## config.mk

```make
export PLATFORM = sky130hd
export DESIGN_NAME = dsp_unit
export DESIGN_NICKNAME = d
export VERILOG_FILES = /design/src/rtl/dsp_pkg.sv /design/src/rtl/dsp_adder.sv /design/src/rtl/dsp_addsub.sv /design/src/rtl/dsp_shift.sv /design/src/rtl/dsp_shift_dp.sv /design/src/rtl/dsp_unit.sv /design/src/rtl/dsp_wbck.sv
export SDC_FILE = /design/constraint.sdc
export NUM_CORES = 1
export LEC_CHECK = 0
export ABC_AREA = 1
export BUFFER_PORTS_ARGS = -buffer_cell sky130_fd_sc_hd__clkbuf_2
export CAP_MARGIN = 5
export CELL_PAD_IN_SITES_DETAIL_PLACEMENT = 0
export CELL_PAD_IN_SITES_GLOBAL_PLACEMENT = 1
export CORE_MARGIN = 2
export CORE_UTILIZATION = 41
export DETAILED_ROUTE_END_ITERATION = 12
export HOLD_SLACK_MARGIN = 0.02
export PLACE_DENSITY_LB_ADDON = 0.1
export SYNTH_ARGS = -nofsm -noshare
export SYNTH_HDL_FRONTEND = slang
export SYNTH_HIERARCHICAL = 1
export SYNTH_SLANG_ARGS = --single-unit
```

## constraint.sdc

```tcl
create_clock -name clk -period 10 [get_ports clk]
set_input_delay 2 -clock clk [delete_from_list [all_inputs] [get_ports clk]]
set_output_delay 2 -clock clk [all_outputs]
set_load 0.005 [all_outputs]
```

## src/rtl/dsp_pkg.sv

```systemverilog
package dsp_pkg;

  //////////////////////////////////////////////////////////////////////
  // datapath widths
  //////////////////////////////////////////////////////////////////////

  // register and write-back width
  localparam int xlen = 32;

  // simd lane counts per 32-bit word
  localparam int lane16_num = 2;
  localparam int lane8_num  = 4;

  // shift amount for 16-bit lanes, low bits of rs2
  localparam int shamt16_width = 4;

  // one adder segment is an 8-bit lane plus a guard bit
  localparam int adder_lane_width = 9;
  localparam int adder_width      = 36;

  //////////////////////////////////////////////////////////////////////
  // operation codes
  //////////////////////////////////////////////////////////////////////

  typedef enum logic [3:0] {
    op_add16   = 4'd0,
    op_sub16   = 4'd1,
    // signed halving add
    op_radd16  = 4'd2,
    op_kadd16  = 4'd3,
    op_ksub16  = 4'd4,
    op_ukadd16 = 4'd5,
    op_add8    = 4'd6,
    op_sub8    = 4'd7,
    op_kadd8   = 4'd8,
    op_ksub8   = 4'd9,
    op_srl16   = 4'd10,
    op_sra16   = 4'd11,
    // rounding arithmetic right
    op_sra16_u = 4'd12,
    op_sll16   = 4'd13,
    op_ksll16  = 4'd14,
    op_nop     = 4'd15
  } dsp_op_e;

endpackage

```

## src/rtl/dsp_adder.sv

```systemverilog
`timescale 1ns/100ps

module dsp_adder import dsp_pkg::*; (
  input  logic                   add_req_i,
  input  logic                   add_sub_en_i,
  input  logic                   add_lane16_i,
  input  logic                   round_req_i,
  input  logic [adder_width-1:0] add_op1_i,
  input  logic [adder_width-1:0] add_op2_i,
  input  logic [adder_width-1:0] round_op1_i,
  input  logic [adder_width-1:0] round_op2_i,
  output logic [adder_width-1:0] add_res_o
);

  logic                   req;
  logic                   sub_en;
  logic                   lane16;
  logic [adder_width-1:0] op1;
  logic [adder_width-1:0] op2;
  logic [adder_width-1:0] seg_sum;
  logic [lane8_num-1:0]   seg_cin;
  logic [lane8_num-1:0]   seg_cout;

  // requester select, rounding never subtracts and is always 16-bit
  assign req    = add_req_i | round_req_i;
  assign op1    = round_req_i ? round_op1_i : add_op1_i;
  assign op2    = round_req_i ? round_op2_i : add_op2_i;
  assign sub_en = add_req_i & add_sub_en_i & ~round_req_i;
  assign lane16 = round_req_i | add_lane16_i;

  for (genvar s = 0; s < lane8_num; s++) begin : g_seg
    if (s % 2 == 1) begin : g_upper
      // upper half of a 16-bit lane takes the lower segment's carry
      assign seg_cin[s] = lane16 ? seg_cout[s-1] : sub_en;
    end else begin : g_lower
      assign seg_cin[s] = sub_en;
    end
    assign {seg_cout[s], seg_sum[s*adder_lane_width +: adder_lane_width]} =
      {1'b0, op1[s*adder_lane_width +: adder_lane_width]} +
      {1'b0, op2[s*adder_lane_width +: adder_lane_width]} +
      {{adder_lane_width{1'b0}}, seg_cin[s]};
  end

  assign add_res_o = req ? seg_sum : '0;

endmodule

```

## src/rtl/dsp_addsub.sv

```systemverilog
`timescale 1ns/100ps

module dsp_addsub import dsp_pkg::*; (
  input  dsp_op_e                op_i,
  input  logic [xlen-1:0]        rs1_i,
  input  logic [xlen-1:0]        rs2_i,
  input  logic [adder_width-1:0] add_res_i,
  output logic                   add_req_o,
  output logic                   add_sub_en_o,
  output logic                   add_lane16_o,
  output logic [adder_width-1:0] add_op1_o,
  output logic [adder_width-1:0] add_op2_o,
  output logic [xlen-1:0]        wdat_o,
  output logic                   ov_o
);

  logic                   lane16;
  logic                   lane8;
  logic                   sub;
  logic                   sgn;
  logic                   halve;
  logic                   ssat;
  logic                   usat;
  logic [adder_width-1:0] op2_ext;

  //////////////////////////////////////////////////////////////////////
  // decode
  //////////////////////////////////////////////////////////////////////
  assign lane16 = op_i inside {op_add16, op_sub16, op_radd16, op_kadd16, op_ksub16, op_ukadd16};
  assign lane8  = op_i inside {op_add8, op_sub8, op_kadd8, op_ksub8};
  assign sub    = op_i inside {op_sub16, op_ksub16, op_sub8, op_ksub8};
  // only the unsigned saturating add zero-extends
  assign sgn    = (op_i != op_ukadd16);
  assign halve  = (op_i == op_radd16);
  assign ssat   = op_i inside {op_kadd16, op_ksub16, op_kadd8, op_ksub8};
  assign usat   = (op_i == op_ukadd16);

  assign add_req_o    = lane16 | lane8;
  assign add_sub_en_o = sub;
  assign add_lane16_o = lane16;

  //////////////////////////////////////////////////////////////////////
  // lane operands into adder segments
  //////////////////////////////////////////////////////////////////////
  always_comb begin
    add_op1_o = '0;
    op2_ext   = '0;
    if (lane16) begin
      // a 16-bit lane spans a pair of segments
      for (int i = 0; i < lane16_num; i++) begin
        add_op1_o[i*2*adder_lane_width +: 2*adder_lane_width] =
          {{2{sgn & rs1_i[i*16+15]}}, rs1_i[i*16 +: 16]};
        op2_ext[i*2*adder_lane_width +: 2*adder_lane_width] =
          {{2{sgn & rs2_i[i*16+15]}}, rs2_i[i*16 +: 16]};
      end
    end else if (lane8) begin
      for (int i = 0; i < lane8_num; i++) begin
        add_op1_o[i*adder_lane_width +: adder_lane_width] = {sgn & rs1_i[i*8+7], rs1_i[i*8 +: 8]};
        op2_ext[i*adder_lane_width +: adder_lane_width]   = {sgn & rs2_i[i*8+7], rs2_i[i*8 +: 8]};
      end
    end
  end

  // subtract as op1 + ~op2 + 1, the adder supplies the carry-in
  assign add_op2_o = sub ? ~op2_ext : op2_ext;

  //////////////////////////////////////////////////////////////////////
  // sum post-processing
  //////////////////////////////////////////////////////////////////////
  always_comb begin
    logic [2*adder_lane_width-1:0] s16;
    logic [adder_lane_width-1:0]   s8;
    wdat_o = '0;
    ov_o   = 1'b0;
    s16    = '0;
    s8     = '0;
    if (lane16) begin
      for (int i = 0; i < lane16_num; i++) begin
        s16 = add_res_i[i*2*adder_lane_width +: 2*adder_lane_width];
        if (halve) begin
          wdat_o[i*16 +: 16] = s16[16:1];
        end else if (ssat && (s16[16] != s16[15])) begin
          // signed overflow, clamp toward the sign of the true sum
          wdat_o[i*16 +: 16] = s16[16] ? 16'h8000 : 16'h7fff;
          ov_o               = 1'b1;
        end else if (usat && s16[16]) begin
          wdat_o[i*16 +: 16] = 16'hffff;
          ov_o               = 1'b1;
        end else begin
          wdat_o[i*16 +: 16] = s16[15:0];
        end
      end
    end else if (lane8) begin
      for (int i = 0; i < lane8_num; i++) begin
        s8 = add_res_i[i*adder_lane_width +: adder_lane_width];
        if (ssat && (s8[8] != s8[7])) begin
          wdat_o[i*8 +: 8] = s8[8] ? 8'h80 : 8'h7f;
          ov_o             = 1'b1;
        end else begin
          wdat_o[i*8 +: 8] = s8[7:0];
        end
      end
    end
  end

endmodule

```

## src/rtl/dsp_shift.sv

```systemverilog
`timescale 1ns/100ps

module dsp_shift import dsp_pkg::*; (
  input  dsp_op_e                  op_i,
  input  logic [xlen-1:0]          rs1_i,
  input  logic [xlen-1:0]          rs2_i,
  input  logic [xlen-1:0]          right_res_i,
  input  logic [xlen-1:0]          left_res_i,
  input  logic [adder_width-1:0]   add_res_i,
  output logic [xlen-1:0]          shift_op_o,
  output logic [shamt16_width-1:0] shamt_o,
  output logic                     arith_o,
  output logic                     round_req_o,
  output logic [adder_width-1:0]   round_op1_o,
  output logic [adder_width-1:0]   round_op2_o,
  output logic [xlen-1:0]          wdat_o,
  output logic                     ov_o
);

  logic                     is_shift;
  logic                     is_left;
  logic                     is_ksll;
  logic                     round_en;
  logic [shamt16_width-1:0] amt;

  //////////////////////////////////////////////////////////////////////
  // decode and shifter control
  //////////////////////////////////////////////////////////////////////
  assign amt      = rs2_i[shamt16_width-1:0];
  assign is_shift = op_i inside {op_srl16, op_sra16, op_sra16_u, op_sll16, op_ksll16};
  assign is_left  = op_i inside {op_sll16, op_ksll16};
  assign is_ksll  = (op_i == op_ksll16);
  // zero amount needs no rounding, rs1 passes through
  assign round_en = (op_i == op_sra16_u) && (amt != '0);

  assign shift_op_o = is_shift ? rs1_i : '0;
  // rounding shift stops one bit early so the adder sees the round bit
  assign shamt_o    = round_en ? amt - 1'b1 : amt;
  assign arith_o    = op_i inside {op_sra16, op_sra16_u};

  //////////////////////////////////////////////////////////////////////
  // rounding request to the shared adder
  //////////////////////////////////////////////////////////////////////
  assign round_req_o = round_en;

  always_comb begin
    round_op1_o = '0;
    round_op2_o = '0;
    if (round_en) begin
      for (int i = 0; i < lane16_num; i++) begin
        round_op1_o[i*2*adder_lane_width +: 2*adder_lane_width] =
          {{2{right_res_i[i*16+15]}}, right_res_i[i*16 +: 16]};
        // plus one per lane
        round_op2_o[i*2*adder_lane_width +: 2*adder_lane_width] = 18'd1;
      end
    end
  end

  //////////////////////////////////////////////////////////////////////
  // result select and left saturation
  //////////////////////////////////////////////////////////////////////
  always_comb begin
    logic [15:0] orig;
    logic [15:0] lsh;
    logic [15:0] back;
    wdat_o = '0;
    ov_o   = 1'b0;
    orig   = '0;
    lsh    = '0;
    back   = '0;
    if (is_shift) begin
      for (int i = 0; i < lane16_num; i++) begin
        orig = rs1_i[i*16 +: 16];
        lsh  = left_res_i[i*16 +: 16];
        // shifting back must recover the lane if no bits were lost
        back = $signed(lsh) >>> amt;
        if (round_en) begin
          wdat_o[i*16 +: 16] = add_res_i[i*2*adder_lane_width+1 +: 16];
        end else if (is_left) begin
          if (is_ksll && (back != orig)) begin
            wdat_o[i*16 +: 16] = orig[15] ? 16'h8000 : 16'h7fff;
            ov_o               = 1'b1;
          end else begin
            wdat_o[i*16 +: 16] = lsh;
          end
        end else begin
          wdat_o[i*16 +: 16] = right_res_i[i*16 +: 16];
        end
      end
    end
  end

endmodule

```

## src/rtl/dsp_shift_dp.sv

```systemverilog
`timescale 1ns/100ps

module dsp_shift_dp import dsp_pkg::*; (
  input  logic [xlen-1:0]          op_i,
  input  logic [shamt16_width-1:0] shamt_i,
  input  logic                     arith_i,
  output logic [xlen-1:0]          right_res_o,
  output logic [xlen-1:0]          left_res_o
);

  // both lanes share one shift amount
  always_comb begin
    logic [16:0] ext;
    right_res_o = '0;
    left_res_o  = '0;
    ext         = '0;
    for (int i = 0; i < lane16_num; i++) begin
      // fill bit is the lane sign for arithmetic shifts, else zero
      ext = {arith_i & op_i[i*16+15], op_i[i*16 +: 16]};
      right_res_o[i*16 +: 16] = 16'($signed(ext) >>> shamt_i);
      // left shift wraps, saturation is handled by the caller
      left_res_o[i*16 +: 16]  = op_i[i*16 +: 16] << shamt_i;
    end
  end

endmodule

```

## src/rtl/dsp_unit.sv

```systemverilog
`timescale 1ns/100ps

module dsp_unit import dsp_pkg::*; (
  input  logic            clk,
  input  logic            rst_n_i,
  input  dsp_op_e         op_i,
  input  logic [xlen-1:0] rs1_i,
  input  logic [xlen-1:0] rs2_i,
  input  logic            in_valid_i,
  output logic            in_ready_o,
  output logic            out_valid_o,
  input  logic            out_ready_i,
  input  logic            ov_clr_i,
  output logic [xlen-1:0] wbck_wdat_o,
  output logic            wbck_ov_o,
  output logic            ov_flag_o
);

  logic                     add_req;
  logic                     add_sub_en;
  logic                     add_lane16;
  logic [adder_width-1:0]   add_op1;
  logic [adder_width-1:0]   add_op2;
  logic [adder_width-1:0]   add_res;
  logic                     round_req;
  logic [adder_width-1:0]   round_op1;
  logic [adder_width-1:0]   round_op2;
  logic [xlen-1:0]          shift_op;
  logic [shamt16_width-1:0] shamt;
  logic                     arith;
  logic [xlen-1:0]          right_res;
  logic [xlen-1:0]          left_res;
  logic [xlen-1:0]          addsub_wdat;
  logic [xlen-1:0]          shift_wdat;
  logic                     addsub_ov;
  logic                     shift_ov;

  // single-cycle unit, handshake passes straight through
  assign out_valid_o = in_valid_i;
  assign in_ready_o  = out_ready_i;

  //////////////////////////////////////////////////////////////////////
  // add/subtract and shared adder
  //////////////////////////////////////////////////////////////////////
  dsp_addsub u_dsp_addsub (
    .op_i         (op_i),
    .rs1_i        (rs1_i),
    .rs2_i        (rs2_i),
    .add_res_i    (add_res),
    .add_req_o    (add_req),
    .add_sub_en_o (add_sub_en),
    .add_lane16_o (add_lane16),
    .add_op1_o    (add_op1),
    .add_op2_o    (add_op2),
    .wdat_o       (addsub_wdat),
    .ov_o         (addsub_ov)
  );

  dsp_adder u_dsp_adder (
    .add_req_i    (add_req),
    .add_sub_en_i (add_sub_en),
    .add_lane16_i (add_lane16),
    .round_req_i  (round_req),
    .add_op1_i    (add_op1),
    .add_op2_i    (add_op2),
    .round_op1_i  (round_op1),
    .round_op2_i  (round_op2),
    .add_res_o    (add_res)
  );

  //////////////////////////////////////////////////////////////////////
  // shifter
  //////////////////////////////////////////////////////////////////////
  dsp_shift_dp u_dsp_shift_dp (
    .op_i        (shift_op),
    .shamt_i     (shamt),
    .arith_i     (arith),
    .right_res_o (right_res),
    .left_res_o  (left_res)
  );

  dsp_shift u_dsp_shift (
    .op_i        (op_i),
    .rs1_i       (rs1_i),
    .rs2_i       (rs2_i),
    .right_res_i (right_res),
    .left_res_i  (left_res),
    .add_res_i   (add_res),
    .shift_op_o  (shift_op),
    .shamt_o     (shamt),
    .arith_o     (arith),
    .round_req_o (round_req),
    .round_op1_o (round_op1),
    .round_op2_o (round_op2),
    .wdat_o      (shift_wdat),
    .ov_o        (shift_ov)
  );

  //////////////////////////////////////////////////////////////////////
  // write-back
  //////////////////////////////////////////////////////////////////////
  dsp_wbck u_dsp_wbck (
    .clk           (clk),
    .rst_n_i       (rst_n_i),
    .addsub_wdat_i (addsub_wdat),
    .shift_wdat_i  (shift_wdat),
    .addsub_ov_i   (addsub_ov),
    .shift_ov_i    (shift_ov),
    .in_valid_i    (in_valid_i),
    .out_ready_i   (out_ready_i),
    .ov_clr_i      (ov_clr_i),
    .wbck_wdat_o   (wbck_wdat_o),
    .wbck_ov_o     (wbck_ov_o),
    .ov_flag_o     (ov_flag_o)
  );

endmodule

```

## src/rtl/dsp_wbck.sv

```systemverilog
`timescale 1ns/100ps

module dsp_wbck import dsp_pkg::*; (
  input  logic            clk,
  input  logic            rst_n_i,
  input  logic [xlen-1:0] addsub_wdat_i,
  input  logic [xlen-1:0] shift_wdat_i,
  input  logic            addsub_ov_i,
  input  logic            shift_ov_i,
  input  logic            in_valid_i,
  input  logic            out_ready_i,
  input  logic            ov_clr_i,
  output logic [xlen-1:0] wbck_wdat_o,
  output logic            wbck_ov_o,
  output logic            ov_flag_o
);

  logic ov_lvl;
  logic accept;
  logic ov_flag_q;

  //////////////////////////////////////////////////////////////////////
  // write-back data and overflow pulse
  //////////////////////////////////////////////////////////////////////

  // each unit drives zero unless the op is its own
  assign wbck_wdat_o = addsub_wdat_i | shift_wdat_i;
  assign ov_lvl      = addsub_ov_i | shift_ov_i;

  // output valid follows input valid, so this is the output handshake
  assign accept    = in_valid_i & out_ready_i;
  assign wbck_ov_o = ov_lvl & accept;

  //////////////////////////////////////////////////////////////////////
  // sticky overflow flag
  //////////////////////////////////////////////////////////////////////
  always_ff @(posedge clk) begin
    if (!rst_n_i) begin
      ov_flag_q <= 1'b0;
    end else if (wbck_ov_o) begin
      // a new overflow beats a clear in the same cycle
      ov_flag_q <= 1'b1;
    end else if (ov_clr_i) begin
      ov_flag_q <= 1'b0;
    end
  end

  assign ov_flag_o = ov_flag_q;

endmodule

```

Yosys cells after proc, flatten, opt, wreduce, memory -nomap -nowiden --
Index checks and enable logic that the tools add are counted.
Word-level totals: register bits 1, input port bits 73, word-level logic and storage cells 141
Cells by class: add/subtract/negate cells 9, equal/unequal tests 23, shift operators 6, multiplexer cells 60, bitwise logic cells 21, reductions and logical operators 21
Operator list (count):
- $mux W36 | 8
- $mux W16 | 16
- $mux W32 | 4
- $mux W8 | 8
- $not A36 Y36 | 1
- $sshr A17 B4 Y16 | 2
- $ne A16 B16 Y1 | 2
- $or A32 B32 Y32 | 1
- $shl A16 B4 Y16 | 2
- $sshr A16 B4 Y16 | 2
- $eq A4 B4 Y1 const B | 7
- $mux W1 | 23
- $add A10 B1 Y10 | 2
- $add A9 B9 Y10 | 2
- $add A9 B1 Y9 | 2
- $add A9 B9 Y9 | 2
- $eq A4 B3 Y1 const B | 4
- $reduce_bool A4 Y1 | 4
- $and A1 B1 Y1 | 14
- $logic_and A1 B1 Y1 | 11
- $eq A4 B2 Y1 const B | 2
- $ne A1 B1 Y1 | 6
- $reduce_bool A2 Y1 | 3
- $reduce_bool A6 Y1 | 1
- 8 further kinds | 11

Longest topological paths before layout --
Gate-level depths: netlist of run 1.
depth after elaboration 23, mapped depth 50, depth with buffers taken out 44

Modules after synthesis --
Netlist of run 1, hierarchy kept.
Modules (own cells, without submodules):
- dsp_shift | instances 1, cells each 886, area each 4065.1 sq um
- dsp_adder | instances 1, cells each 572, area each 2830.2 sq um
- dsp_shift_dp | instances 1, cells each 560, area each 2602.5 sq um
- dsp_addsub | instances 1, cells each 495, area each 2531.2 sq um
- dsp_wbck | instances 1, cells each 44, area each 269.0 sq um
- dsp_unit | instances 1, cells each 2, area each 15.0 sq um

Worst setup path before layout of run 1 --
OpenSTA, ideal clock, no wires.
kind input to output, start point in rs2_i[0], end point out wbck_wdat_o[23], arrival 7.575 ns, setup slack 0.425 ns, cell stages on the path 47, path buffers 6, cells stage by stage buf_6 -> inv_4 -> buf_4 -> ha_1 -> nand2_1 -> o21ai_1 -> clkbuf_1 -> xor2_1 -> buf_6 -> inv_8 -> buf_12 -> nand2_2 -> nand3_1 -> nand3_1 -> nand2_1 -> nand2_1 -> nand2_1 -> inv_1 -> (+11 left out) -> nand2_1 -> fa_1 -> fa_1 -> inv_1 -> nand3_1 -> nand2_1 -> nand2_1 -> nand3_1 -> nand2_1 -> nor2_1 -> xor2_1 -> nand2_4 -> buf_2 -> o21ai_0 -> nand2_1 -> nand3_1 -> nand2_1 -> or2_2
On the way: longest elaborated chain between the ends 16, elaborated cells between the ends (all ways) 39
RTL lines:
- from (decl) | line dsp_unit.sv:8 | input logic [xlen-1:0] rs2_i,
- parallel branches: the longest is 2 deep, another holds $sub A4 B1 Y4
- $mux W4 (*) | line dsp_shift.sv:38 | assign shamt_o = round_en ? amt - 1'b1 : amt;
- named net shamt[0] | line dsp_unit.sv:29 | logic [shamt16_width-1:0] shamt;
- $sshr A17 B4 Y16 (*) | line dsp_shift_dp.sv:20 | right_res_o[i*16 +: 16] = 16'($signed(ext) >>> shamt_i);
- named net right_res[17] | line dsp_unit.sv:31 | logic [xlen-1:0] right_res;
- $mux W36 (*) | line dsp_adder.sv:26 | assign op1 = round_req_i ? round_op1_i : add_op1_i;
- $add A9 B9 Y10 (*) | line dsp_adder.sv:39 | {1'b0, op1[s*adder_lane_width +: adder_lane_width]} +
- $add A10 B1 Y10 (*) | line dsp_adder.sv:40 | {1'b0, op2[s*adder_lane_width +: adder_lane_width]} +
- (+3 left out)
- named net add_res[33] | line dsp_unit.sv:24 | logic [adder_width-1:0] add_res;
- $ne A1 B1 Y1 (*) | line dsp_addsub.sv:82 | end else if (ssat && (s16[16] != s16[15])) begin
- $logic_and A1 B1 Y1 (*) | line dsp_addsub.sv:82
- $mux W16 (*) | line dsp_addsub.sv:82
- $mux W16 (*) | line dsp_addsub.sv:80 | if (halve) begin
- $mux W32 (*) | line dsp_addsub.sv:77 | if (lane16) begin
- named net addsub_wdat[23] | line dsp_unit.sv:33 | logic [xlen-1:0] addsub_wdat;
- $or A32 B32 Y32 (*) | line dsp_wbck.sv:27 | assign wbck_wdat_o = addsub_wdat_i | shift_wdat_i;
- to (decl) | line dsp_unit.sv:14 | output logic [xlen-1:0] wbck_wdat_o,
Mark *: on every way through the listed nets, which the timed path passes.

Final worst setup path of run 1 --
start point in op_i[3], end point out wbck_wdat_o[14]
On the way: elaborated cells between the ends (all ways) 74
RTL lines:
- from (decl) | line dsp_unit.sv:6 | input dsp_op_e op_i,
- $eq A4 B4 Y1 (*) | line dsp_shift.sv:34 | assign round_en = (op_i == op_sra16_u) && (amt != '0);
- $logic_and A1 B1 Y1 (*) | line dsp_shift.sv:34
- $mux W4 (*) | line dsp_shift.sv:38
- named net shamt[0] | line dsp_unit.sv:29
- $sshr A17 B4 Y16 (*) | line dsp_shift_dp.sv:20
- named net right_res[6] | line dsp_unit.sv:31
- $mux W36 (*) | line dsp_adder.sv:26
- $add A9 B9 Y10 (*) | line dsp_adder.sv:39
- (+4 left out)
- named net add_res[17] | line dsp_unit.sv:24
- $ne A1 B1 Y1 | line dsp_addsub.sv:96 | if (ssat && (s8[8] != s8[7])) begin
- $logic_and A1 B1 Y1 | line dsp_addsub.sv:96
- $mux W8 (*) | line dsp_addsub.sv:96
- $mux W32 (*) | line dsp_addsub.sv:93 | end else if (lane8) begin
- $mux W32 (*) | line dsp_addsub.sv:77
- named net addsub_wdat[14] | line dsp_unit.sv:33
- $or A32 B32 Y32 (*) | line dsp_wbck.sv:27
Mark *: on every way through the listed nets, which the timed path passes. The rest lies on a longest branch.

==> results of run 1 <==
-- logic make-up after synthesis --
kind of cell             after synthesis  share of synthesized area
AND/OR/NAND/NOR                     1778                     0.6230
buffers and inverters                447                     0.1802
AO/OA/AOI/OAI                        245                     0.1158
XOR/XNOR                              44                    0.03130
adder cells (fa/ha/maj)               39                    0.04451
multiplexers                           4                   0.003252
other                                  1                  0.0003046
flip-flops                             1                   0.001626
-- final timing paths --
path                                startpoint                           endpoint  slack, ns  cells past startpoint
max                                    op_i[3]                    wbck_wdat_o[14]       0.26                     47
min          u_dsp_wbck/ov_flag_o$_SDFFE_PN0P_  u_dsp_wbck/ov_flag_o$_SDFFE_PN0P_       0.48                      2
max reg2reg  u_dsp_wbck/ov_flag_o$_SDFFE_PN0P_  u_dsp_wbck/ov_flag_o$_SDFFE_PN0P_       9.43                      2
min reg2reg  u_dsp_wbck/ov_flag_o$_SDFFE_PN0P_  u_dsp_wbck/ov_flag_o$_SDFFE_PN0P_       0.48                      2
-- per-layer routing --
| layer | track usage | share of wire | vias to the layer above |
|---|---|---|---|
| li1 | - | - | 8176 |
| met1 | 0.4223 | 0.43 | 7527 |
| met2 | 0.5302 | 0.47 | 767 |
| met3 | 0.01907 | 0.074 | 99 |
| met4 | 0.09085 | 0.033 | 0 |
| met5 | 0 | 0 | - |
-- what timing repair did --
action	CTS	global route
endpoints found under the hold margin	0	0
buffers inserted	0	25
endpoints found under the setup margin	27	33
gates resized for setup	6	166
gates cloned	0	13
pin swaps	2	39
-- critical path, delay by kind of cell --
kind | cells | cell delay [ns]
buffers and inverters | 12 | 1.57
AO/OA/AOI/OAI | 1 | 0.09
adder cells (fa/ha/maj) | 3 | 1.08
XOR/XNOR | 2 | 0.38
AND/OR/NAND/NOR | 29 | 2.61
-- cell usage after synthesis, types with 3 or more instances --
cell         n  area, sq um
o22ai_1     14        87.58
xor2_1      28        245.2
inv_1      248        930.9
nand3_1    438         2192
or2_2       41        256.5
fa_1         8        160.2
buf_4       62        465.5
nand3_2     11        110.1
nand3b_1     3        22.52
o21ai_1      6        30.03
buf_2       45        225.2
o21ai_0     96        480.5
mux2i_1      4        40.04
a21oi_4      3        48.80
a21oi_2     11        96.34
or2_1       11        68.82
nor3_1      10        50.05
ha_1        31        387.9
nor2_1     145        544.3
o21ai_2      9        78.83
nand4_1      9        56.30
buf_6       28        315.3
buf_1        9        33.78
or2_0       10        62.56
a21oi_1     94        470.5
nand2_4      4        45.04
o211ai_1     3        22.52
nor2_2       3        18.77
inv_2       15        56.30
nand2_2     27        168.9
clkbuf_1    33        123.9
xnor2_1     16        140.1
nand2_1   1059         3975
-- layout by cell type, fill, tap and decap left out, types with 16 or more instances in the layout --
| master | Yosys | routed |
|---|---|---|
| inv_1 | 248 | 243 |
| nand2_2 | 27 | 66 |
| inv_2 | 15 | 16 |
| o21ai_0 | 96 | 94 |
| xor2_1 | 28 | 24 |
| nand2_1 | 1059 | 1007 |
| ha_1 | 31 | 24 |
| or2_2 | 41 | 40 |
| nand3_2 | 11 | 33 |
| xnor2_1 | 16 | 16 |
| buf_4 | 62 | 76 |
| nor2_1 | 145 | 136 |
| clkbuf_2 | 1 | 103 |
| conb_1 | 1 | 34 |
| a21oi_1 | 94 | 92 |
| nand3_1 | 438 | 414 |
-- power groups by stage --
stage	registers [mW]	clock network, mW	logic, mW
6_report	0.00439	0.00000000562	1.07
5_1_grt	0.00442	0	1.19
2_1_floorplan	0.00441	0	0.697
3_5_place_dp	0.00439	0	0.956
3_3_place_gp	0.00437	0	0.952
4_1_cts	0.00439	0	0.964
-- stage by stage --
step / hold WS, ns / utilization / TNS (ns) / std cells
after floorplan: 0.4690 / - / 0 / 2592
after global placement: 0.4618 / 0.4357 / -0.09007 / 2979
after detailed placement: 0.4790 / 0.4357 / -0.6734 / 2979
after CTS: 0.4801 / 0.4365 / 0 / 2979
after global routing: 0.5008 / 0.4742 / -0.6965 / 3017
final: 0.4764 / 0.4742 / 0 / 3018
-- area by class of cell --
type	instances	area (sq um)	area share
Sequential cell	1	20.02	0.001424
Multi-Input combinational cell	2146	10850	0.7718
Inverter	267	1050	0.07468
Timing Repair inverter	3	43.79	0.003116
Tap cell	390	488.0	0.03472
Timing Repair Buffer	210	1604	0.1141
Antenna cell	1	2.502	0.0001780
==> key figures, run 1 <==
STA
  • Slew HR: 0.08406
  • Final setup viols: 0
  • Worst-Margin Slew: 1.370 ns
  • PnR worst setup slack: 0.2606 ns
  • Slew Viols, Final: 0
  • Fmax: 102.7 MHz
  • Crit path time final: 9.739 ns
  • Clock Skew: 0 ns
  • Final-report hold violation count: 0
  • Tcrit/Tclk final: 0.9739

Yosys
  • Sequential area share after synthesis: 0.001626
  • Post-synth EDFFs: 0
  • Number of synthesized register bits: 1
  • Main synth FF type: dfxtp_1
  • Netlist Area Pre-Place: 0.01231 sq mm
  • Avg Inst Size Synth: 4.812 sq um
  • Post-synth ARST share: 0
  • Yosys warns: 6
  • Post-Synthesis Cells: 2,559
  • Count of different cell masters after synthesis: 52

Die
  • Io pins: 109
  • Die ar.: 0.03143 sq mm
  • FP Rows: 63
  • Die width: 177.3 um
  • Initial core utilization: 0.4154
  • Die Span Y: 177.3 um
  • Core Area: 0.02964 sq mm

Finish
  • Fillers: 3,475
  • Share of post-route cells with drive strength above 1: 0.1781
  • Max reg flops: 1
  • Post-route cell area: 0.01406 sq mm
  • Nets: 2,741
  • Synth-to-Final Area Change: 14.16%

Global routing
  • Largest net degree at the start of global routing: 78
  • Global route overflow: 0
  • Total GRT Usage: 0.3115
  • Initial antenna violation count: 0
  • First-pass GRT wire length: 78.16 mm
  • Vias in the first global route: 14,490

Critical path
  • Max incr delay on CP: 0.40 ns
  • CP most frequent cell: nand2_1
  • Slowest cell on crit path: fa_2
  • Required @ worst endpoint: 8.00 ns
  • Data arrival, critical path: 7.74 ns
  • Worst Setup Path Type: in2out
  • CP Launch Type: input port
  • Crit path max fanout: 17
  • Critical Path End Type: output port

Flow run
  • Max-cap violation count: 0

Route
  • Number of remaining DRC errors: 0
  • ANT nets after route: 0
  • Final WL: 53.19 mm
  • Vias per cell: 5.490
  • Wirelength per Cell: 17.63 um
  • Via count: 16,570
  • Iteration-0 DRC Markers: 1,455
  • First-pass DRT Iterations: 6

Place
  • Hpwl dp: 40.05 mm
  • Placed cell area: 0.01291 sq mm
  • Port bufs: 108
  • GPL Wtd Cong: 0.9342
  • Place WS: -0.1993 ns

Clock tree
  • Cts hold-fix bufs: 0
  • Clock Latency Late Sink: 0 ns
  • Reg clk slew, reported paths: 0 ns

Power and ir drop
  • Sequential share of power: 0.004
  • Switching Power: 0.6862 mW
  • Power Density: 76.49 mW/mm^2
  • Switching Share: 0.6382
  • VDD IR max: 0.00004249 V
  • Leak Pwr: 8.160 nW
  • Combinational Power Share: 0.996
  • Clock Power Share: 0
  • Total Power: 1.075 mW
  • Internal power: 0.3890 mW

Status
  • Status: complete, no violations

Min path
  • Worst Hold Class: reg2reg
(Power assumes the default switching activity.)
==> inputs of run 2 (changes only) <==
ABC_AREA = not set   (was 1)
CORE_UTILIZATION = 47   (was 41)
==> key figures, run 2 <==
Power and ir drop
  • Sequential share of power: 0.003
  • Clock Power Share: 0
  • Power Density: 83.34 mW/mm^2
  • Combinational Power Share: 0.997
  • Leak Pwr: 7.009 nW
  • Internal power: 0.6568 mW
  • VDD IR max: 0.00004631 V
  • Switching Share: 0.5180
  • Switching Power: 0.7059 mW

Route
  • Via count: 15,150
  • Final WL: 55.38 mm
  • Number of remaining DRC errors: 0
  • Wirelength per Cell: 23.90 um
  • First-pass DRT Iterations: 6
  • Iteration-0 DRC Markers: 1,849
  • ANT nets after route: 0
  • Vias per cell: 6.537

Clock tree
  • Cts hold-fix bufs: 0
  • Clock Latency Late Sink: 0 ns
  • Reg clk slew, reported paths: 0 ns

STA
  • Unrepaired setup endpoints after global routing: yes
  • Final-report hold violation count: 0
  • Fmax: 96.78 MHz
  • Slew Viols, Final: 0
  • Tcrit/Tclk final: 1.033
  • Clock Skew: 0 ns
  • Final setup viols: 31
  • PnR worst setup slack: -0.3330 ns
  • Hold slack: 0.5720 ns
  • Slew HR: 0.1955
  • Crit path time final: 10.33 ns
  • Worst-Margin Slew: 1.194 ns

Global routing
  • Initial antenna violation count: 0
  • First-pass GRT wire length: 84.36 mm
  • Largest net degree at the start of global routing: 111
  • Vias in the first global route: 14,410
  • Total GRT Usage: 0.3797
  • Global route overflow: 0

Finish
  • Util after Layout: 0.6311
  • Highest-count cells in the layout ignoring fill and taps: buf_4, o21ai_0, mux2i_1
  • Max reg flops: 1
  • Most common cell after layout, fill and taps aside: buf_4
  • # diodes: 0
  • Synth-to-Final Area Change: 32.60%
  • Share of post-route cells with drive strength above 1: 0.4132
  • Nets: 2,096

Yosys
  • Yosys warns: 6
  • Avg Inst Size Synth: 7.460 sq um
  • Count of different cell masters after synthesis: 110
  • Most common library cells after synthesis: o21ai_0, mux2i_1, nand2_1
  • Netlist Area Pre-Place: 0.01233 sq mm
  • Post-synth EDFFs: 0
  • Post-synth top area cell: mux2i_1
  • Post-Synthesis Cells: 1,653
  • Most frequent cell after synthesis: o21ai_0
  • Top cell type's share of synthesized area: 0.09740
  • Post-synth ARST share: 0
  • Sequential area share after synthesis: 0.001623
  • Number of synthesized register bits: 1
  • Leading post-synthesis cells by cell area: mux2i_1, mux2_2, mux4_2, o21ai_0, xnor2_1
  • Main synth FF type: dfxtp_1

Critical path
  • Worst Setup Path Type: in2out
  • Required @ worst endpoint: 8.00 ns
  • CP most frequent cell: buf_4
  • Crit path max fanout: 9
  • Max incr delay on CP: 0.49 ns
  • CP Launch Type: input port
  • Data arrival, critical path: 8.33 ns
  • Slowest cell on crit path: mux4_2
  • Critical Path End Type: output port
  • R2R setup slack: 9.32 ns

Die
  • Initial core utilization: 0.4759
  • FP Rows: 59
  • Core Area: 0.02591 sq mm
  • Die ar.: 0.02755 sq mm
  • Die width: 166.0 um
  • Die Span Y: 166.0 um
  • Io pins: 109

Place
  • Place WS: -0.5871 ns
  • Port bufs: 108
  • GPL Wtd Cong: 0.9897
  • Hpwl dp: 40.96 mm

Status
  • Status: finished with violations
  • Failing checks: setup timing

Min path
  • Worst Hold Class: reg2reg

Flow run
  • Max-cap violation count: 0
run 2: worst paths after layout:
check	start	endpoint	cells past startpoint
max reg2reg	u_dsp_wbck/ov_flag_o$_SDFFE_PN0P_	u_dsp_wbck/ov_flag_o$_SDFFE_PN0P_	2
min	u_dsp_wbck/ov_flag_o$_SDFFE_PN0P_	u_dsp_wbck/ov_flag_o$_SDFFE_PN0P_	2
min reg2reg	u_dsp_wbck/ov_flag_o$_SDFFE_PN0P_	u_dsp_wbck/ov_flag_o$_SDFFE_PN0P_	2
max	op_i[1]	wbck_wdat_o[19]	34
run 2: metal layers:
| layer | global-route usage | wire [um] | share of wire | vias to the layer above |
|---|---|---|---|---|
| met4 | 0.1611 | 2891 | 0.052 | 0 |
| li1 | - | - | - | 6865 |
| met5 | 0 | 0 | 0 | - |
| met3 | 0.05243 | 4479 | 0.081 | 174 |
| met1 | 0.4907 | 22290 | 0.40 | 7248 |
| met2 | 0.6347 | 25730 | 0.46 | 859 |
run 2: cells by family (layout without fill, tap and decap cells):
group	Yosys count	in the layout	synth area share
AOI/OAI and AO/OA	563	566	0.3369
xor gates and xnor gates	84	84	0.05966
adders and majority gates	39	39	0.04444
buffers and inverters	244	537	0.1085
DFF	1	1	0.001623
muxes	240	240	0.2422
other	1	34	0.0003041
and+or+nand+nor	481	481	0.2065
run 2: metrics by stage:
step | total power [mW] | instances | instance area (sq um) | TNS [ns]
6_report | 1.363 | 2317 | 16350 | -8.046
5_1_grt | 1.453 | 2317 | 16350 | -15.89
4_1_cts | 1.239 | 2296 | 15690 | -5.363
3_5_place_dp | 1.138 | 2236 | 14800 | -13.93
3_3_place_gp | 1.131 | 2236 | 14800 | -12.24
2_1_floorplan | 0.7444 | 1686 | 12750 | -2.742
run 2: layout make-up:
type / instances / area [sq um]
tap: 335 / 419.2
timing repair buffer: 482 / 3654
inverter: 55 / 226.5
multi-input combinational: 1444 / 12030
fill: 2392 / 9559
sequential: 1 / 20.02
run 2: what timing repair did:
item | in CTS | in global routing
gates resized for setup | 93 | 114
pin swaps | 36 | 45
cloned | 4 | 0
endpoints found under the setup margin | 32 | 33
setup buffers | 56 | 37
run 2: power groups by stage:
stage          Combinational (mW)  Sequential [mW]  Clock, mW
5_1_grt                      1.45          0.00439          0
3_5_place_dp                 1.13          0.00435          0
2_1_floorplan               0.740          0.00437          0
6_report                     1.36          0.00434          0
4_1_cts                      1.23          0.00435          0
3_3_place_gp                 1.13          0.00433          0
run 2: worst max-delay path: cells and delay by family:
family / cells / cell delay (ns)
xor+xnor: 1 / 0.19
simple gates: 8 / 1.41
compound gates: 11 / 1.56
buf+inv: 9 / 1.38
mux: 2 / 0.78
fa+ha+maj: 3 / 1.01
